[src/ecc_pkg.sv]
`default_nettype none

package ecc_pkg;

    localparam int DATA_W   = 118;
    localparam int PARITY_W = 8;
    localparam int HAM_W    = 7; // Also the index of the overall parity bit.

    typedef logic [DATA_W-1:0]   data_t;
    typedef logic [PARITY_W-1:0] parity_t;
    typedef logic [HAM_W-1:0]    pos_t;

    // Outcome of a syndrome check.
    typedef enum logic [1:0] {
        ECC_OK     = 2'd0,
        ECC_SINGLE = 2'd1,
        ECC_DOUBLE = 2'd2
    } ecc_status_e;

    // Word entering the block, as read from memory or about to be written.
    typedef struct packed {
        data_t   data;
        parity_t parity;
        logic    bypass;
    } ecc_word_t;

    // Stage 1 register.
    typedef struct packed {
        logic    valid;
        data_t   data;
        parity_t syndrome;
        parity_t parity_gen; // Check bits recomputed from the data.
        logic    bypass;
    } ecc_check_t;

    // Block result after correction.
    typedef struct packed {
        data_t       data;
        parity_t     parity;
        ecc_status_e status;
    } ecc_result_t;

    // Codeword position (1-based) of data bit idx.
    // Data bits fill the positions that are not a power of two, so the first
    // candidate is idx + 3 and every power of two at or below the running
    // position pushes the bit one slot further up.
    function automatic pos_t data_position(input int unsigned idx);
        int unsigned pos;
        pos = idx + 3;
        for (int k = 2; k < HAM_W; k++) begin
            if (pos >= (32'd1 << k)) begin
                pos = pos + 1;
            end
        end
        return pos_t'(pos);
    endfunction

endpackage

`default_nettype wire

[src/ecc_encoder.sv]
`timescale 1ns/1ns
`default_nettype none

module ecc_encoder
    import ecc_pkg::*;
(
    input  data_t   data,
    output parity_t parity
);

    // Select mask of the data bits that feed check bit k.
    // Hamming bits take the positions with bit k set; the top bit takes the
    // positions of even weight, which makes it the overall codeword parity.
    function automatic data_t check_mask(input int unsigned k);
        data_t mask;
        pos_t  pos;
        mask = '0;
        for (int i = 0; i < DATA_W; i++) begin
            pos = data_position(i);
            if (k < HAM_W) begin
                mask[i] = pos[k];
            end else begin
                mask[i] = ~^pos;
            end
        end
        return mask;
    endfunction

    genvar k;
    generate
        for (k = 0; k < PARITY_W; k++) begin : gen_check
            localparam data_t MASK = check_mask(k);

            assign parity[k] = ^(data & MASK); // Reduction XOR over the selected bits.
        end
    endgenerate

endmodule

`default_nettype wire

[src/ecc_check_stage.sv]
`timescale 1ns/1ns
`default_nettype none

module ecc_check_stage
    import ecc_pkg::*;
(
    input  logic       clk,
    input  logic       rst,
    input  logic       in_valid,
    input  ecc_word_t  in_word,
    output ecc_check_t check_q
);

    parity_t parity_gen;
    parity_t syndrome;

    logic    valid_q;
    data_t   data_q;
    parity_t syndrome_q;
    parity_t parity_gen_q;
    logic    bypass_q;

    ecc_encoder u_encoder (
        .data   (in_word.data),
        .parity (parity_gen)
    );

    // A clean word gives a zero syndrome.
    assign syndrome = in_word.parity ^ parity_gen;

    always_ff @(posedge clk) begin
        if (rst) begin
            valid_q <= 1'b0;
        end else begin
            valid_q <= in_valid;
        end
    end

    // Payload only moves with a qualified word.
    always_ff @(posedge clk) begin
        if (in_valid) begin
            data_q       <= in_word.data;
            syndrome_q   <= syndrome;
            parity_gen_q <= parity_gen;
            bypass_q     <= in_word.bypass;
        end
    end

    assign check_q = '{
        valid:      valid_q,
        data:       data_q,
        syndrome:   syndrome_q,
        parity_gen: parity_gen_q,
        bypass:     bypass_q
    };

endmodule

`default_nettype wire

[src/ecc_correct_stage.sv]
`timescale 1ns/1ns
`default_nettype none

module ecc_correct_stage
    import ecc_pkg::*;
(
    input  logic        clk,
    input  logic        rst,
    input  ecc_check_t  check_q,
    output logic        out_valid,
    output ecc_result_t result
);

    // Syndrome that a flip of data bit idx produces.
    function automatic parity_t expected_syndrome(input int unsigned idx);
        pos_t pos;
        pos = data_position(idx);
        return {~^pos, pos};
    endfunction

    data_t       hit;          // One-hot on a data-position match.
    logic        check_single; // A single check bit failed.
    ecc_status_e status;
    data_t       data_fix;

    ecc_status_e status_q;
    data_t       data_q;
    parity_t     parity_q;

    genvar i;
    generate
        for (i = 0; i < DATA_W; i++) begin : gen_match
            localparam parity_t EXP_SYN = expected_syndrome(i);

            assign hit[i] = (check_q.syndrome == EXP_SYN);
        end
    endgenerate

    assign check_single = $onehot(check_q.syndrome);

    always_comb begin
        if (check_q.bypass || check_q.syndrome == '0) begin
            status = ECC_OK;
        end else if (check_single || |hit) begin
            status = ECC_SINGLE;
        end else begin
            status = ECC_DOUBLE; // Data passes through uncorrected.
        end
    end

    // Hit is all zeros for check-bit errors and double errors.
    assign data_fix = check_q.bypass ? check_q.data : (check_q.data ^ hit);

    always_ff @(posedge clk) begin
        if (rst) begin
            out_valid <= 1'b0;
            status_q  <= ECC_OK;
        end else begin
            out_valid <= check_q.valid;
            status_q  <= check_q.valid ? status : ECC_OK; // Idle cycles report no error.
        end
    end

    always_ff @(posedge clk) begin
        if (check_q.valid) begin
            data_q   <= data_fix;
            parity_q <= check_q.parity_gen;
        end
    end

    assign result = '{
        data:   data_q,
        parity: parity_q,
        status: status_q
    };

endmodule

`default_nettype wire

[src/ecc_118_top.sv]
`timescale 1ns/1ns
`default_nettype none

module ecc_118_top
    import ecc_pkg::*;
(
    input  logic      clk,
    input  logic      rst,
    input  logic      in_valid,
    input  ecc_word_t in_word,
    output logic      out_valid,
    output data_t     data_out,
    output parity_t   parity_out,
    output logic      sbit_err,
    output logic      dbit_err
);

    ecc_check_t  check_q;
    ecc_result_t result;

    // Stage 1 encodes and forms the syndrome.
    ecc_check_stage u_check_stage (
        .clk      (clk),
        .rst      (rst),
        .in_valid (in_valid),
        .in_word  (in_word),
        .check_q  (check_q)
    );

    // Stage 2 classifies and corrects.
    ecc_correct_stage u_correct_stage (
        .clk       (clk),
        .rst       (rst),
        .check_q   (check_q),
        .out_valid (out_valid),
        .result    (result)
    );

    assign data_out   = result.data;
    assign parity_out = result.parity; // Write-path check bits of the input data.

    // Flags only mean something on a valid output cycle.
    assign sbit_err = out_valid && (result.status == ECC_SINGLE);
    assign dbit_err = out_valid && (result.status == ECC_DOUBLE);

endmodule

`default_nettype wire

[config.mk]
export PLATFORM = sky130hd
export DESIGN_NAME = ecc_118_top
export DESIGN_NICKNAME = d
export VERILOG_FILES = /design/src/ecc_pkg.sv /design/src/ecc_encoder.sv /design/src/ecc_check_stage.sv /design/src/ecc_correct_stage.sv /design/src/ecc_118_top.sv
export SDC_FILE = /design/constraint.sdc
export NUM_CORES = 1
export LEC_CHECK = 0
export BUFFER_PORTS_ARGS = -buffer_cell sky130_fd_sc_hd__buf_4
export CAP_MARGIN = 10
export CORE_MARGIN = 2
export CORE_UTILIZATION = 25
export DETAILED_ROUTE_END_ITERATION = 10
export PLACE_DENSITY_LB_ADDON = 0.08
export SLEW_MARGIN = 20
export SYNTH_ARGS = -nofsm -noshare
export SYNTH_HDL_FRONTEND = slang
export SYNTH_SLANG_ARGS = --single-unit
[constraint.sdc]
create_clock -name clk -period 6.8 [get_ports clk]
set_clock_uncertainty 0.05 [all_clocks]
set_input_delay 1.02 -clock clk [delete_from_list [all_inputs] [get_ports clk]]
set_output_delay 1.02 -clock clk [all_outputs]
set_load 0.005 [all_outputs]
==> impl_metrics.csv <==
group,metric,value,unit
final_layout,layout_common_cells,"buf_4 (261), edfxtp_1 (261), xnor2_1 (185)",
worst_setup_path,critPathKind,"flip-flop to flip-flop",
final_layout,final_nets,1391,
timing,tightest_slew,0.881,ns
logic_synthesis,ys_async_sr_fraction,0,%
place,io_buffers,258,
global_route,grt_pass1_vias,8772,
route,vias,8310,
clock_tree,cts_buffers,35,
logic_synthesis,syn_area_per_cell,13.0,µm²
worst_setup_path,start_kind,"flip-flop",
logic_synthesis,synth_cell_types,44,
min_path,hp-class,"flip-flop to flip-flop",
logic_synthesis,netlist_area,14100,µm²
timing,rsz0062_at_grt,"false",
route,route.detailed.drc,0,
clock_tree,cts.reportedPaths.clkPinSlew,0.06,ns
timing,hold_violations,0,
die,die_x,242,µm
timing,period_share,63.2,%
pwr,ir_drop,0.141,mV
clock_tree,h-tree-depth,2,
final_layout,synthToLayoutAreaGrowth,21.3,%
die,die_height,242,µm
logic_synthesis,synth_edf_count,261,
global_route,grtUsageMet1,21.6,%
global_route,grt_max_degree,62,
worst_setup_path,cp_max_fo,20,
logic_synthesis,ys_seq_elements,265,
logic_synthesis,ys.flop_type,"edfxtp_1",
worst_setup_path,cp-end-kind,"flip-flop",
die,start_util,25.2,%
global_route,grt_pass1_wl,69.4,mm
global_route,antenna_found_initial,2,
timing,period_needed,4.30,ns
place,gp_congestion,0.746,
die,ios,259,
timing,relSlewSlack,41.1,%
global_route,use_met2,29.5,%
logic_synthesis,synth.net_count,1238,
timing,max_freq,233,MHz
route,drtIter0Drc,520,
clock_tree,cts_tree,"built",
clock_tree,cts.repair.resized,0,
job,drv_cap,0,
route,drtAntennaViolNets,0,
logic_synthesis,netlist_instances,1086,
route,drt_first_pass_iters,5,
clock_tree,cts_hold_buf,0,
clock_tree,cts_root_buf,"clkbuf_16",
logic_synthesis,yosysWarnings,0,
worst_setup_path,cpPeakStageDelay,0.70,ns
worst_setup_path,slowest_stage,"ha_1",
route,wl,50.1,mm
logic_synthesis,yosysSeqAreaShare,56.1,%
worst_setup_path,crit_path_cell_trace,"ha_1, fa_1, fa_1, ha_1, fa_1, or4b_2, o21ai_0, nor3_1, nand4_1, a2111oi_0, and3b_1",
final_layout,drive_gt1_share,24.8,%
place,dp_hpwl,36.8,mm
worst_setup_path,crit_arrival,4.73,ns
die,core_area,56100,µm²
timing,maxSlewViolCount,0,
route,via_per_inst,4.11,
die,die_area,58400,µm²
clock_tree,clock_sinks,265,
global_route,grt_usage,17.0,%
final_layout,final_util,30.6,%
global_route,busiest_layer,"met2",
final_layout,num-fill-cells,5719,
timing,finalSetupViolations,0,
pwr,powerDensity,378,nW/µm²
clock_tree,cts_buffer_depth,3,
timing,tns,0,ns
worst_setup_path,path_common_cell,"fa_1",
clock_tree,clk_latency,0.54,ns
die,rows,87,
global_route,grt-ovfl-total,0,
worst_setup_path,crit_required,7.23,ns
pwr,power_leakage,0.00648,µW
status,status,"finished clean",
global_route,use_met3,3.22,%
route,wire_per_inst,24.8,µm
clock_tree,cts_setup_buffers,0,
-- where the power goes --
group,internal (µW),switching [µW]
Sequential,2110,85.2
Combinational,1040,1400
Clock,1100,729
Total,4250,2220
-- cells by family (layout without fill, tap and decap cells) --
| group | Yosys count | in the layout | share of synthesized area [%] |
|---|---|---|---|
| xor+xnor | 361 | 361 | 25.2 |
| flops | 265 | 265 | 56.1 |
| simple gates | 204 | 204 | 5.81 |
| buf+inv | 167 | 345 | 7.79 |
| compound gates | 67 | 67 | 2.95 |
| fa+ha+maj | 22 | 22 | 2.16 |
| other cells | 0 | 1 | 0 |
-- state kept, by name, summed over array words and instances, names as in the netlist --
| register | cells |
|---|---|
| u_check_stage.bypass_q | 1 |
| u_check_stage.data_q | 118 |
| u_check_stage.parity_gen_q | 8 |
| u_check_stage.syndrome_q | 8 |
| u_check_stage.valid_q | 1 |
| u_correct_stage.data_q | 118 |
| u_correct_stage.out_valid | 1 |
| u_correct_stage.parity_q | 8 |
| u_correct_stage.status_q | 2 |
-- cells in the mapped netlist (2+ instances only) --
cell type,count,area (µm²)
a21oi_1,16,80.1
nand4_1,2,12.5
o32ai_1,2,17.5
xor2_1,146,1280
ha_1,18,225
dfxtp_1,4,80.1
and3b_1,2,17.5
o22ai_1,4,25.0
edfxtp_1,261,7840
a22o_1,2,17.5
a22oi_1,8,60.1
fa_1,4,80.1
a31oi_1,3,18.8
xnor2_2,3,48.8
a222oi_1,2,20.0
xnor2_1,185,1620
nor2b_1,6,37.5
nand2_1,58,218
inv_1,21,78.8
xnor3_1,24,541
o21ai_1,2,10.0
clkbuf_1,19,71.3
buf_4,126,946
nor2_1,126,473
o21ai_0,20,100
xor3_1,2,47.6
nor3_1,3,15.0
-- metal layers --
layer  vias up  routed length, µm
met5         -                 13
met4         2               1190
met3        55               2060
met2       232              25100
met1      4159              21700
li1       3862                  -
-- final cells by class --
type	count	area [µm²]	area share [%]
antenna	1	2.50	0.0146
clock buffer	44	952	5.56
clock inverter	18	158	0.920
inverter	21	78.8	0.460
multi-input combinational	654	5100	29.8
sequential	265	7920	46.2
tap	756	946	5.52
timing repair buffer	262	1970	11.5
-- path summary, 6_finish.rpt --
check / start / to / slack [ns] / cells after the start
min: u_check_stage.parity_gen_q[1]$_DFFE_PP_ / u_correct_stage.parity_q[1]$_DFFE_PP_ / 0.37 / 0
min reg2reg: u_check_stage.parity_gen_q[1]$_DFFE_PP_ / u_correct_stage.parity_q[1]$_DFFE_PP_ / 0.37 / 0
max: u_check_stage.syndrome_q[0]$_DFFE_PP_ / u_correct_stage.status_q[1]$_SDFF_PP0_ / 2.50 / 11
max reg2reg: u_check_stage.syndrome_q[0]$_DFFE_PP_ / u_correct_stage.status_q[1]$_SDFF_PP0_ / 2.50 / 11
-- stage by stage --
step | cells | hold slack (ns) | cell area, µm² | total power (µW) | setup WS [ns]
3_3_place_gp | 1958 | 0.354 | 16000 | 4680 | 2.57
5_1_grt | 2020 | 0.373 | 17100 | 6820 | 2.19
3_5_place_dp | 1958 | 0.357 | 16000 | 4670 | 2.50
6_report | 2021 | 0.367 | 17100 | 6470 | 2.50
4_1_cts | 2020 | 0.368 | 17100 | 6570 | 2.46
2_1_floorplan | 1086 | 0.350 | 14100 | 3870 | 3.02
-- critical path: cells and delay by family (launching register included) --
kind	cells	cell delay [ns]
AOI/OAI and AO/OA	2	0.64
adders and majority gates	5	2.48
DFF	1	0.37
and+or+nand+nor	4	0.67
Power figures use the tool's default switching activity.
